===== src/verilog/fcore_isa_pkg.sv =====
// ~~~~~~~~~~~~~~~~~~~~~~~~~~~~~~~~~~~~~~~~~~~~~~~~~~~~~~~~~~~~~~~~~~~~~
// Instruction set package of the floating point execution unit.
// Holds the opcode width and the opcode encodings
// ~~~~~~~~~~~~~~~~~~~~~~~~~~~~~~~~~~~~~~~~~~~~~~~~~~~~~~~~~~~~~~~~~~~~~
`default_nettype none

package fcore_isa_pkg;

    localparam int OPCODE_WIDTH = 5;

    // Values not listed here are invalid and produce no result
    typedef enum logic [OPCODE_WIDTH-1:0] {
        ADD    = 5'd1,
        SUB    = 5'd2,
        MUL    = 5'd3,
        LDR    = 5'd5,
        BGT    = 5'd8,
        BLE    = 5'd9,
        BEQ    = 5'd10,
        BNE    = 5'd11,
        LAND   = 5'd16,
        LOR    = 5'd17,
        LNOT   = 5'd18,
        POPCNT = 5'd19,
        SATP   = 5'd20,
        SATN   = 5'd21
    } opcode_t;

endpackage

`default_nettype wire


===== src/verilog/alu_types_pkg.sv =====
// ~~~~~~~~~~~~~~~~~~~~~~~~~~~~~~~~~~~~~~~~~~~~~~~~~~~~~~~~~~~~~~~~~~~~~
// Datapath types of the floating point execution unit: the float word
// union, the operand and result structs and the hidden bit helper
// ~~~~~~~~~~~~~~~~~~~~~~~~~~~~~~~~~~~~~~~~~~~~~~~~~~~~~~~~~~~~~~~~~~~~~
`default_nettype none

package alu_types_pkg;

    localparam int DATA_WIDTH     = 32;
    localparam int REG_ADDR_WIDTH = 8;

    typedef struct packed {
        logic        sign;
        logic [7:0]  exponent;
        logic [22:0] mantissa;
    } fp_fields_t;

    // The same word read as plain bits or as an IEEE 754 single
    typedef union packed {
        logic [DATA_WIDTH-1:0] raw;
        fp_fields_t            fields;
    } fp_word_u;

    typedef struct packed {
        logic                      valid;
        logic [REG_ADDR_WIDTH-1:0] dest;
        fp_word_u                  a;
        fp_word_u                  b;
    } alu_operand_t;

    typedef struct packed {
        logic                      valid;
        logic [REG_ADDR_WIDTH-1:0] dest;
        fp_word_u                  data;
    } alu_result_t;

    // An exponent of zero reads as zero, so it also drops the hidden bit
    function automatic logic [23:0] with_hidden(fp_fields_t f);
        return (f.exponent == 8'd0) ? 24'd0 : {1'b1, f.mantissa};
    endfunction

endpackage

`default_nettype wire


===== src/verilog/delay_line.sv =====
// ~~~~~~~~~~~~~~~~~~~~~~~~~~~~~~~~~~~~~~~~~~~~~~~~~~~~~~~~~~~~~~~~~~~~~
// Fixed delay line for a word with its valid strobe
// ~~~~~~~~~~~~~~~~~~~~~~~~~~~~~~~~~~~~~~~~~~~~~~~~~~~~~~~~~~~~~~~~~~~~~
`timescale 1ns/1ps
`default_nettype none

module delay_line #(
    parameter int WIDTH  = 40,
    parameter int STAGES = 1
) (
    input  logic             clock,
    input  logic             reset,
    input  logic             in_valid,
    input  logic [WIDTH-1:0] in_word,
    output logic             out_valid,
    output logic [WIDTH-1:0] out_word
);

    generate
        if (STAGES == 0) begin : g_bypass
            assign out_valid = in_valid;
            assign out_word  = in_word;
        end else begin : g_stages
            logic [STAGES-1:0] valid_q;
            logic [WIDTH-1:0]  word_q [STAGES];

            always_ff @(posedge clock) begin
                word_q[0] <= in_word;
                for (int i = 1; i < STAGES; i++) begin
                    word_q[i] <= word_q[i-1];
                end
                if (reset) begin
                    valid_q <= '0;
                end else begin
                    valid_q <= (valid_q << 1) | STAGES'(in_valid);
                end
            end

            assign out_valid = valid_q[STAGES-1];
            assign out_word  = word_q[STAGES-1];
        end
    endgenerate

endmodule

`default_nettype wire


===== src/verilog/fp_add_unit.sv =====
// ~~~~~~~~~~~~~~~~~~~~~~~~~~~~~~~~~~~~~~~~~~~~~~~~~~~~~~~~~~~~~~~~~~~~~
// Three-stage single precision adder and subtractor.
// Truncating, normal numbers only, overflow saturates to infinity
// ~~~~~~~~~~~~~~~~~~~~~~~~~~~~~~~~~~~~~~~~~~~~~~~~~~~~~~~~~~~~~~~~~~~~~
`timescale 1ns/1ps
`default_nettype none

module fp_add_unit (
    input  logic                        clock,
    input  logic                        reset,
    input  alu_types_pkg::alu_operand_t in,
    input  fcore_isa_pkg::opcode_t      opcode,
    output alu_types_pkg::alu_result_t  out
);

    alu_types_pkg::fp_fields_t op_a;
    alu_types_pkg::fp_fields_t op_b;
    logic                      swap;

    logic        s1_valid;
    logic [7:0]  s1_dest;
    logic        s1_sign;
    logic        s1_sub;
    logic [7:0]  s1_exp;
    logic [7:0]  s1_diff;
    logic [23:0] s1_big_mant;
    logic [23:0] s1_small_mant;
    logic [23:0] aligned;

    logic        s2_valid;
    logic [7:0]  s2_dest;
    logic        s2_sign;
    logic [7:0]  s2_exp;
    logic [24:0] s2_sum;

    logic [4:0]  lead;
    logic [23:0] shifted;
    logic [9:0]  norm_exp;
    logic [22:0] norm_mant;

    // Subtraction is addition with the sign of b flipped
    assign op_a = in.a.fields;
    always_comb begin
        op_b      = in.b.fields;
        op_b.sign = in.b.fields.sign ^ (opcode == fcore_isa_pkg::SUB);
    end
    assign swap = {op_b.exponent, op_b.mantissa} > {op_a.exponent, op_a.mantissa};

    always_ff @(posedge clock) begin
        s1_dest       <= in.dest;
        s1_sub        <= op_a.sign ^ op_b.sign;
        s1_sign       <= swap ? op_b.sign : op_a.sign;
        s1_exp        <= swap ? op_b.exponent : op_a.exponent;
        s1_diff       <= swap ? op_b.exponent - op_a.exponent : op_a.exponent - op_b.exponent;
        s1_big_mant   <= alu_types_pkg::with_hidden(swap ? op_b : op_a);
        s1_small_mant <= alu_types_pkg::with_hidden(swap ? op_a : op_b);
        if (reset) begin
            s1_valid <= 1'b0;
        end else begin
            s1_valid <= in.valid;
        end
    end

    // Bits shifted out of the smaller operand are simply lost
    assign aligned = s1_small_mant >> s1_diff;

    always_ff @(posedge clock) begin
        s2_dest <= s1_dest;
        s2_sign <= s1_sign;
        s2_exp  <= s1_exp;
        if (s1_sub) begin
            s2_sum <= {1'b0, s1_big_mant} - {1'b0, aligned};
        end else begin
            s2_sum <= {1'b0, s1_big_mant} + {1'b0, aligned};
        end
        if (reset) begin
            s2_valid <= 1'b0;
        end else begin
            s2_valid <= s1_valid;
        end
    end

    // Leading one search, the highest set bit sets the left shift
    always_comb begin
        lead = '0;
        for (int i = 0; i < 24; i++) begin
            if (s2_sum[i]) begin
                lead = 5'(23 - i);
            end
        end
        shifted = s2_sum[23:0] << lead;
        if (s2_sum[24]) begin
            norm_mant = s2_sum[23:1];
            norm_exp  = {2'b00, s2_exp} + 10'd1;
        end else begin
            norm_mant = shifted[22:0];
            norm_exp  = {2'b00, s2_exp} - {5'd0, lead};
        end
    end

    // A negative norm_exp wraps and shows up in bit 9
    always_ff @(posedge clock) begin
        out.dest <= s2_dest;
        if (s2_sum == '0 || norm_exp[9] || norm_exp == '0) begin
            out.data.raw <= '0;
        end else if (norm_exp >= 10'd255) begin
            out.data.fields <= '{sign: s2_sign, exponent: 8'hff, mantissa: 23'd0};
        end else begin
            out.data.fields <= '{sign: s2_sign, exponent: norm_exp[7:0], mantissa: norm_mant};
        end
        if (reset) begin
            out.valid <= 1'b0;
        end else begin
            out.valid <= s2_valid;
        end
    end

endmodule

`default_nettype wire


===== src/verilog/fp_mul_unit.sv =====
// ~~~~~~~~~~~~~~~~~~~~~~~~~~~~~~~~~~~~~~~~~~~~~~~~~~~~~~~~~~~~~~~~~~~~~
// Two-stage single precision multiplier with truncation
// ~~~~~~~~~~~~~~~~~~~~~~~~~~~~~~~~~~~~~~~~~~~~~~~~~~~~~~~~~~~~~~~~~~~~~
`timescale 1ns/1ps
`default_nettype none

module fp_mul_unit (
    input  logic                        clock,
    input  logic                        reset,
    input  alu_types_pkg::alu_operand_t in,
    output alu_types_pkg::alu_result_t  out
);

    logic        s1_valid;
    logic [7:0]  s1_dest;
    logic        s1_sign;
    logic        s1_zero;
    logic [9:0]  s1_exp_sum;
    logic [47:0] s1_prod;

    logic [9:0]  norm_exp;
    logic [22:0] norm_mant;

    always_ff @(posedge clock) begin
        s1_dest    <= in.dest;
        s1_sign    <= in.a.fields.sign ^ in.b.fields.sign;
        s1_zero    <= (in.a.fields.exponent == 8'd0) || (in.b.fields.exponent == 8'd0);
        s1_exp_sum <= {2'b00, in.a.fields.exponent} + {2'b00, in.b.fields.exponent};
        s1_prod    <= 48'(alu_types_pkg::with_hidden(in.a.fields))
                      * 48'(alu_types_pkg::with_hidden(in.b.fields));
        if (reset) begin
            s1_valid <= 1'b0;
        end else begin
            s1_valid <= in.valid;
        end
    end

    // The product of two 1.x mantissas lies in [1, 4), so one bit of shift is enough
    always_comb begin
        norm_exp  = s1_exp_sum + {9'd0, s1_prod[47]} - 10'd127;
        norm_mant = s1_prod[47] ? s1_prod[46:24] : s1_prod[45:23];
    end

    always_ff @(posedge clock) begin
        out.dest <= s1_dest;
        if (s1_zero || norm_exp[9] || norm_exp == '0) begin
            out.data.raw <= '0;
        end else if (norm_exp >= 10'd255) begin
            out.data.fields <= '{sign: s1_sign, exponent: 8'hff, mantissa: 23'd0};
        end else begin
            out.data.fields <= '{sign: s1_sign, exponent: norm_exp[7:0], mantissa: norm_mant};
        end
        if (reset) begin
            out.valid <= 1'b0;
        end else begin
            out.valid <= s1_valid;
        end
    end

endmodule

`default_nettype wire


===== src/verilog/fp_compare_unit.sv =====
// ~~~~~~~~~~~~~~~~~~~~~~~~~~~~~~~~~~~~~~~~~~~~~~~~~~~~~~~~~~~~~~~~~~~~~
// One-stage float comparison for the branch tests and the upper and
// lower saturation operations
// ~~~~~~~~~~~~~~~~~~~~~~~~~~~~~~~~~~~~~~~~~~~~~~~~~~~~~~~~~~~~~~~~~~~~~
`timescale 1ns/1ps
`default_nettype none

module fp_compare_unit (
    input  logic                        clock,
    input  logic                        reset,
    input  alu_types_pkg::alu_operand_t in,
    input  fcore_isa_pkg::opcode_t      opcode,
    output alu_types_pkg::alu_result_t  out
);

    logic [30:0] mag_a;
    logic [30:0] mag_b;
    logic        neg_a;
    logic        neg_b;
    logic        a_gt_b;
    logic        a_eq_b;

    // Any zero becomes +0 before ordering
    always_comb begin
        mag_a  = (in.a.fields.exponent == 8'd0) ? 31'd0 : in.a.raw[30:0];
        mag_b  = (in.b.fields.exponent == 8'd0) ? 31'd0 : in.b.raw[30:0];
        neg_a  = in.a.fields.sign && (mag_a != 31'd0);
        neg_b  = in.b.fields.sign && (mag_b != 31'd0);
        a_eq_b = (neg_a == neg_b) && (mag_a == mag_b);
        if (neg_a != neg_b) begin
            a_gt_b = neg_b;
        end else if (neg_a) begin
            a_gt_b = mag_a < mag_b;
        end else begin
            a_gt_b = mag_a > mag_b;
        end
    end

    always_ff @(posedge clock) begin
        out.dest <= in.dest;
        case (opcode)
            fcore_isa_pkg::BGT:  out.data.raw <= {31'd0, a_gt_b};
            fcore_isa_pkg::BLE:  out.data.raw <= {31'd0, !a_gt_b};
            fcore_isa_pkg::BEQ:  out.data.raw <= {31'd0, a_eq_b};
            fcore_isa_pkg::BNE:  out.data.raw <= {31'd0, !a_eq_b};
            // Upper clamp keeps the smaller value, lower clamp the larger
            fcore_isa_pkg::SATP: out.data <= a_gt_b ? in.b : in.a;
            fcore_isa_pkg::SATN: out.data <= a_gt_b ? in.a : in.b;
            default:             out.data.raw <= '0;
        endcase
        if (reset) begin
            out.valid <= 1'b0;
        end else begin
            out.valid <= in.valid;
        end
    end

endmodule

`default_nettype wire


===== src/verilog/bitwise_logic_unit.sv =====
// ~~~~~~~~~~~~~~~~~~~~~~~~~~~~~~~~~~~~~~~~~~~~~~~~~~~~~~~~~~~~~~~~~~~~~
// One-stage bitwise unit with and, or, not and population count
// ~~~~~~~~~~~~~~~~~~~~~~~~~~~~~~~~~~~~~~~~~~~~~~~~~~~~~~~~~~~~~~~~~~~~~
`timescale 1ns/1ps
`default_nettype none

module bitwise_logic_unit (
    input  logic                        clock,
    input  logic                        reset,
    input  alu_types_pkg::alu_operand_t in,
    input  fcore_isa_pkg::opcode_t      opcode,
    output alu_types_pkg::alu_result_t  out
);

    logic [3:0] byte_count [4];
    logic [4:0] pair_low;
    logic [4:0] pair_high;
    logic [5:0] pop_total;

    // Population count as four byte counters and a two-level adder tree
    always_comb begin
        for (int n = 0; n < 4; n++) begin
            byte_count[n] = '0;
            for (int i = 0; i < 8; i++) begin
                byte_count[n] = byte_count[n] + {3'd0, in.a.raw[8*n+i]};
            end
        end
        pair_low  = {1'b0, byte_count[0]} + {1'b0, byte_count[1]};
        pair_high = {1'b0, byte_count[2]} + {1'b0, byte_count[3]};
        pop_total = {1'b0, pair_low} + {1'b0, pair_high};
    end

    always_ff @(posedge clock) begin
        out.dest <= in.dest;
        case (opcode)
            fcore_isa_pkg::LAND:   out.data.raw <= in.a.raw & in.b.raw;
            fcore_isa_pkg::LOR:    out.data.raw <= in.a.raw | in.b.raw;
            fcore_isa_pkg::LNOT:   out.data.raw <= ~in.a.raw;
            fcore_isa_pkg::POPCNT: out.data.raw <= {26'd0, pop_total};
            default:               out.data.raw <= '0;
        endcase
        if (reset) begin
            out.valid <= 1'b0;
        end else begin
            out.valid <= in.valid;
        end
    end

endmodule

`default_nettype wire


===== src/verilog/fp_alu.sv =====
// ~~~~~~~~~~~~~~~~~~~~~~~~~~~~~~~~~~~~~~~~~~~~~~~~~~~~~~~~~~~~~~~~~~~~~
// Floating point execution unit top level.
// Issues to the functional units, pads every path to PIPELINE_DEPTH
// and selects the result with the delayed opcode
// ~~~~~~~~~~~~~~~~~~~~~~~~~~~~~~~~~~~~~~~~~~~~~~~~~~~~~~~~~~~~~~~~~~~~~
`timescale 1ns/1ps
`default_nettype none

module fp_alu #(
    parameter int PIPELINE_DEPTH = 5
) (
    input  logic                        clock,
    input  logic                        reset,
    input  alu_types_pkg::alu_operand_t issue,
    input  fcore_isa_pkg::opcode_t      opcode,
    output alu_types_pkg::alu_result_t  result
);

    // Result paths are numbered add, mul, compare, logic, load
    localparam int N_PATHS    = 5;
    localparam int PATH_NONE  = N_PATHS;
    localparam int WORD_WIDTH = alu_types_pkg::REG_ADDR_WIDTH + alu_types_pkg::DATA_WIDTH;

    function automatic int path_of(fcore_isa_pkg::opcode_t op);
        case (op)
            fcore_isa_pkg::ADD, fcore_isa_pkg::SUB: return 0;
            fcore_isa_pkg::MUL: return 1;
            fcore_isa_pkg::BGT, fcore_isa_pkg::BLE, fcore_isa_pkg::BEQ, fcore_isa_pkg::BNE,
            fcore_isa_pkg::SATP, fcore_isa_pkg::SATN: return 2;
            fcore_isa_pkg::LAND, fcore_isa_pkg::LOR, fcore_isa_pkg::LNOT,
            fcore_isa_pkg::POPCNT: return 3;
            fcore_isa_pkg::LDR: return 4;
            default: return PATH_NONE;
        endcase
    endfunction

    function automatic int unit_latency(int path);
        case (path)
            0: return 3;
            1: return 2;
            2, 3: return 1;
            default: return 0;
        endcase
    endfunction

    int                                     issue_path;
    int                                     out_path;
    alu_types_pkg::alu_operand_t            unit_in [4];
    alu_types_pkg::alu_result_t             unit_out [N_PATHS];
    alu_types_pkg::alu_result_t             padded [N_PATHS];
    logic                                   op_valid;
    logic [fcore_isa_pkg::OPCODE_WIDTH-1:0] op_word;

    assign issue_path = path_of(opcode);

    // Each unit only sees a valid strobe for its own opcodes
    for (genvar p = 0; p < 4; p++) begin : g_issue
        assign unit_in[p] = '{valid: issue.valid && (issue_path == p), dest: issue.dest,
                              a: issue.a, b: issue.b};
    end

    fp_add_unit u_add (
        .clock (clock),
        .reset (reset),
        .in    (unit_in[0]),
        .opcode(opcode),
        .out   (unit_out[0])
    );

    fp_mul_unit u_mul (
        .clock(clock),
        .reset(reset),
        .in   (unit_in[1]),
        .out  (unit_out[1])
    );

    fp_compare_unit u_compare (
        .clock (clock),
        .reset (reset),
        .in    (unit_in[2]),
        .opcode(opcode),
        .out   (unit_out[2])
    );

    bitwise_logic_unit u_logic (
        .clock (clock),
        .reset (reset),
        .in    (unit_in[3]),
        .opcode(opcode),
        .out   (unit_out[3])
    );

    // Load register has no unit, operand a goes straight into its delay line
    assign unit_out[4] = '{valid: issue.valid && (issue_path == 4), dest: issue.dest,
                           data: issue.a};

    for (genvar p = 0; p < N_PATHS; p++) begin : g_pad
        logic                  pad_valid;
        logic [WORD_WIDTH-1:0] pad_word;

        delay_line #(
            .WIDTH (WORD_WIDTH),
            .STAGES(PIPELINE_DEPTH - unit_latency(p))
        ) u_pad (
            .clock    (clock),
            .reset    (reset),
            .in_valid (unit_out[p].valid),
            .in_word  ({unit_out[p].dest, unit_out[p].data}),
            .out_valid(pad_valid),
            .out_word (pad_word)
        );

        assign padded[p] = {pad_valid, pad_word};
    end

    delay_line #(
        .WIDTH (fcore_isa_pkg::OPCODE_WIDTH),
        .STAGES(PIPELINE_DEPTH)
    ) u_opcode_delay (
        .clock    (clock),
        .reset    (reset),
        .in_valid (issue.valid),
        .in_word  (opcode),
        .out_valid(op_valid),
        .out_word (op_word)
    );

    assign out_path = path_of(fcore_isa_pkg::opcode_t'(op_word));

    // An invalid opcode still occupies its slot but leaves valid low
    always_comb begin
        if (op_valid && out_path != PATH_NONE) begin
            result = padded[out_path];
        end else begin
            result = '0;
        end
    end

endmodule

`default_nettype wire


===== config.mk =====
export PLATFORM = sky130hd
export DESIGN_NAME = fp_alu
export DESIGN_NICKNAME = d
export VERILOG_FILES = /design/src/verilog/fcore_isa_pkg.sv /design/src/verilog/alu_types_pkg.sv /design/src/verilog/delay_line.sv /design/src/verilog/fp_add_unit.sv /design/src/verilog/fp_mul_unit.sv /design/src/verilog/fp_compare_unit.sv /design/src/verilog/bitwise_logic_unit.sv /design/src/verilog/fp_alu.sv
export SDC_FILE = /design/constraint.sdc
export NUM_CORES = 2
export LEC_CHECK = 0
export BUFFER_PORTS_ARGS = -buffer_cell sky130_fd_sc_hd__buf_4
export CELL_PAD_IN_SITES_DETAIL_PLACEMENT = 0
export CELL_PAD_IN_SITES_GLOBAL_PLACEMENT = 1
export CORE_MARGIN = 2
export CORE_UTILIZATION = 27
export DETAILED_ROUTE_END_ITERATION = 10
export GPL_ROUTABILITY_DRIVEN = 1
export PLACE_DENSITY_LB_ADDON = 0.1
export SYNTH_ARGS = -nofsm -noshare
export SYNTH_HDL_FRONTEND = slang
export SYNTH_SLANG_ARGS = --single-unit

===== constraint.sdc =====
create_clock -name clock -period 11.25 [get_ports clock]
set_input_delay 0.5625 -clock clock [delete_from_list [all_inputs] [get_ports clock]]
set_output_delay 0.5625 -clock clock [all_outputs]
set_load 0.005 [all_outputs]

==> results by stage <==
Finish:
- Summing all multi-input logic gate instances after layout gives 0.0281 sq mm.
- Leaving out fill and tap cells, the most frequent cells in the layout are dfxtp_1 (932), inv_1 (723), fa_1 (510), nand2_1 (410), nor2_1 (400).
- The footprint of the flip-flops and latches is ~0.019 sq mm.
- Leaving out fill and tap cells, the most frequent cell in the layout is dfxtp_1.
- The fraction of layout cells with a size suffix above 1 is about 9%.
- Counting the fill cells in the layout gives about 19k.
- The layout net count is 6100.
- The post-synthesis to final-layout area growth is 14.3%.

Pwr:
- In this run the power spent charging and discharging nets is 9.34 mW.
- The ratio of total power to cell area is between 300 and 400 mW/mm^2.
- The internal portion of the total power is about 11 mW.
- The worst IR drop on VDD is ~0.76 mV.
- The clock network accounts for 16.4% of the total power.
- Overall power consumption after layout is estimated at ~20 mW.
- In this run the static leakage power is roughly 26 nW.
- The share of power burned in registers is 21.9%.
- The combinational power share is approximately three fifths.
- The switching share of power is 46.3%.

Placement:
- Routability-driven placement finished with a final weighted congestion of between 0.9 and 1.
- The number of port buffers is 120.
- Summed over all nets, the half-perimeter wirelength after detailed placement is 151000 um.
- The worst setup timing slack at the placement stage is around 0.8 ns.

Clock network:
- Buffers inserted during clock tree synthesis total 98.
- In this run the clock root is driven by a clkbuf_16.
- The H-tree generated during clock tree synthesis spans 3 levels.
- The tree built by TritonCTS fans out to ~930 sinks.
- The number of buffers added for setup after CTS is 0.
- TritonCTS built the clock tree.
- The worst-skew pair later-pin latency is around 0.73 ns.
- The maximum root-to-sink buffer count is 3.
- Clock-pin slew was measured on the worst setup and hold paths at around 0.060 ns.

STA:
- Measured against its own limit, the worst slew margin works out to approximately 24%.
- Across the routed clock network, the largest skew measured is 0.0840 ns.
- The max-slew violation total from the final report is 0.
- The maximum operating frequency is between 90 and 100 MHz.
- The post-route minimum period is slightly above 10 ns.
- For the pin with the worst max-slew slack, the measured transition is 1.13 ns.
- The post-route clock period utilization is 90.8%.
- Setup slack on the critical path of the routed design comes to ~1.0 ns.
- Setup repair after global routing left no endpoint under its margin.
- The setup-violating endpoint count in the final report is 0.
- The hold violation count in the final report is 0.
- In the final timing run, aggregate negative setup slack is 0 ns.

Drt:
- The post-route DRC violation count is 0.
- The average via count per standard cell is roughly 4.6.
- The final route contains around 35k vias.
- The antenna violation net count after detailed routing is 0.
- The per-cell routed wire length is around 25 um.
- The detailed router finished its first iteration with 2160 violations.
- After detailed routing, the total wire length is between 150000 and 200000 um.
- The pre-antenna-repair detailed-routing pass consisted of 7 iterations.

Setup path:
- The arrival time at the worst endpoint is between 10 and 15 ns.
- The worst setup path is launched from an input pin.
- STA classifies the critical path endpoint as a flip-flop.
- Of all nets on the critical path, the largest fanout is 25.
- The critical setup path kind is input pin to flip-flop.
- The delay of the slowest cell on the worst path is ~0.92 ns.
- STA puts the critical path data required time at 11.81 ns.
- By instance count, the cell type seen most on the critical path is fa_1.
- The cell with the largest stage delay on the worst path is nor2_1.
- The cell depth of the worst flop-to-flop path is 18.

Global route:
- The via count of the first global-routing pass is approximately 37k.
- The total routing resource utilization after global routing is 20.2%.
- The initial antenna violation count is 12.
- Entering global routing, the biggest net connects 92 pins.
- Global routing finished with a remaining overflow of 0.
- The first global-routing pass estimated 277000 um of wire.

Die:
- The die covers between 0.15 and 0.2 sq mm.
- Pin placement for this block handled between 100 and 150 I/O pins.
- The floorplan die width is approximately 440 um.
- The die span in y is roughly 440 um.
- The number of standard-cell rows in the floorplan is around 160.
- The floorplan step defined a core boundary enclosing 0.186 sq mm.
- For this configuration, the core starts out at a cell density of approximately 27%.

Synthesis:
- Counting every instance in the synthesized netlist gives between 5k and 6k.
- After synthesis the netlist holds a flip-flop and latch count of roughly 930.
- A synthesized cell averages 10.1 sq um.
- Of the synthesized area, sequential elements account for a little under two fifths.
- The count of warnings emitted by yosys is 0.
- The number of nets in the synthesized netlist is around 6k.
- The dominant register cell in the synthesized netlist is dfxtp_1.
- In this run, synthesis inferred 0 flip-flops with an integrated enable.
- The cell area that synthesis handed to floorplanning was between 0.05 and 0.06 sq mm.
- The proportion of synthesized flip-flops having asynchronous set or reset is 0%.
- The number of distinct standard cells referenced by the synthesized netlist is around 100.

Worst hold path:
- Along the worst hold path, the cell count comes to 1.
- The worst hold path belongs to the class input pin to flip-flop.

Run:
- The number of max-cap violations is 0.

Run status:
- The run finished with clean final reports.
[metal layers]
| layer | global-route usage (%) | vias up | routed length, um |
|---|---|---|---|
| met1 | 27.3 | 17700 | 88200 |
| met2 | 33.1 | 968 | 90600 |
| met5 | 0 | - | 8 |
| met3 | 2.41 | 282 | 8320 |
| met4 | 7.53 | 2 | 7660 |
| li1 | - | 16500 | - |
[cell families (layout without fill, tap and decap cells)]
kind of cell / after synthesis / in the layout / synth area share [%]
XOR/XNOR: 95 / 95 / 1.64
buffers and inverters: 985 / 1155 / 7.75
multiplexers: 172 / 172 / 3.72
other: 0 / 5 / 0
flip-flops: 934 / 934 / 36.9
adder cells (fa/ha/maj): 892 / 892 / 29.6
AND/OR/NAND/NOR: 1271 / 1271 / 11.2
AO/OA/AOI/OAI: 686 / 686 / 9.13
[worst paths after layout]
path | endpoint | start | slack, ns
min reg2reg | g_pad[3].u_pad.g_stages.word_q[2][4] | g_pad[3].u_pad.g_stages.word_q[1][4] | 0.27
max reg2reg | u_add.out[18] | u_add.s2_sum[17] | 5.07
min | g_pad[4].u_pad.g_stages.word_q[0][26] | issue[58] | 0.07
max | u_mul.s1_prod[47] | issue[61] | 1.04
[power by group through the flow]
stage / combinational (mW) / clock (mW) / sequential [mW]
3_5_place_dp: 12.6 / 0 / 4.51
4_1_cts: 12.7 / 3.43 / 4.44
2_1_floorplan: 8.49 / 0 / 4.30
3_3_place_gp: 12.7 / 0 / 4.51
6_report: 12.4 / 3.30 / 4.42
5_1_grt: 14.1 / 3.56 / 4.49
[area by class of cell]
class                      instances  area share, %
sequential                       934           32.3
tap                             2480           5.36
inverter                         753           4.88
clock inverter                    41           1.02
antenna                            5         0.0216
multi-input combinational       3116           48.6
timing repair buffer             225           3.00
clock buffer                     136           4.81
[stage by stage]
| step | cell area, sq um | utilization [%] | cells | hold slack [ns] |
|---|---|---|---|---|
| 2_1_floorplan | 50600 | - | 5035 | 0.310 |
| 5_1_grt | 57900 | 31.2 | 7687 | 0.0298 |
| 3_3_place_gp | 54400 | 29.3 | 7494 | 0.310 |
| 4_1_cts | 57900 | 31.1 | 7685 | 0.00923 |
| 6_report | 57900 | 31.2 | 7690 | 0.0740 |
| 3_5_place_dp | 54400 | 29.3 | 7494 | 0.312 |
[synthesized netlist by cell type, drive strengths merged, types with 28 or more instances]
cell,instances,area (sq um)
a21o,66,495
a21oi,231,1160
a221oi,42,368
a22o,31,272
buf,46,299
clkbuf,185,786
dfxtp,934,18700
fa,510,10200
ha,382,4780
inv,731,2740
mux2i,145,1460
nand2,411,1540
nand3,48,240
nor2,406,1540
nor2b,46,288
nor3,225,1130
o21a,28,210
o21ai,78,394
o221ai,30,263
xnor2,64,561
xor2,31,272
[critical path: cells and delay by family]
kind	cells	cell delay, ns
adder cells (fa/ha/maj)	8	3.89
AND/OR/NAND/NOR	8	2.40
buffers and inverters	8	1.90
AO/OA/AOI/OAI	6	1.78
XOR/XNOR	1	0.13
[repair_timing]
| action | 4_1_cts | 5_1_grt |
|---|---|---|
| gates resized for setup | 0 | 0 |
| hold buffers | 14 | 0 |
| endpoints found under the hold margin | 14 | 0 |
| endpoints found under the setup margin | 0 | 0 |
[sequential cells by signal, summed over array words and instances (netlist names)]
name,cells
g_pad.u_pad.g_stages.word_q,595
u_add.out,40
u_logic.out,40
u_mul.out,40
u_compare.out,33
u_add.s2_sum,25
u_mul.s1_prod,25
u_opcode_delay.g_stages.word_q,25
u_add.s1_big_mant,24
u_add.s1_small_mant,24
g_pad.u_pad.g_stages.valid_q,18
u_mul.s1_exp_sum,9
u_add.s1_exp,8
u_add.s2_exp,8
u_add.s1_diff,7
u_opcode_delay.g_stages.valid_q,5
u_add.s1_sign,1
u_add.s1_sub,1
u_add.s1_valid,1
u_add.s2_sign,1
u_add.s2_valid,1
u_mul.s1_sign,1
u_mul.s1_valid,1
u_mul.s1_zero,1
Note: power is estimated with default switching activity, not from simulation.
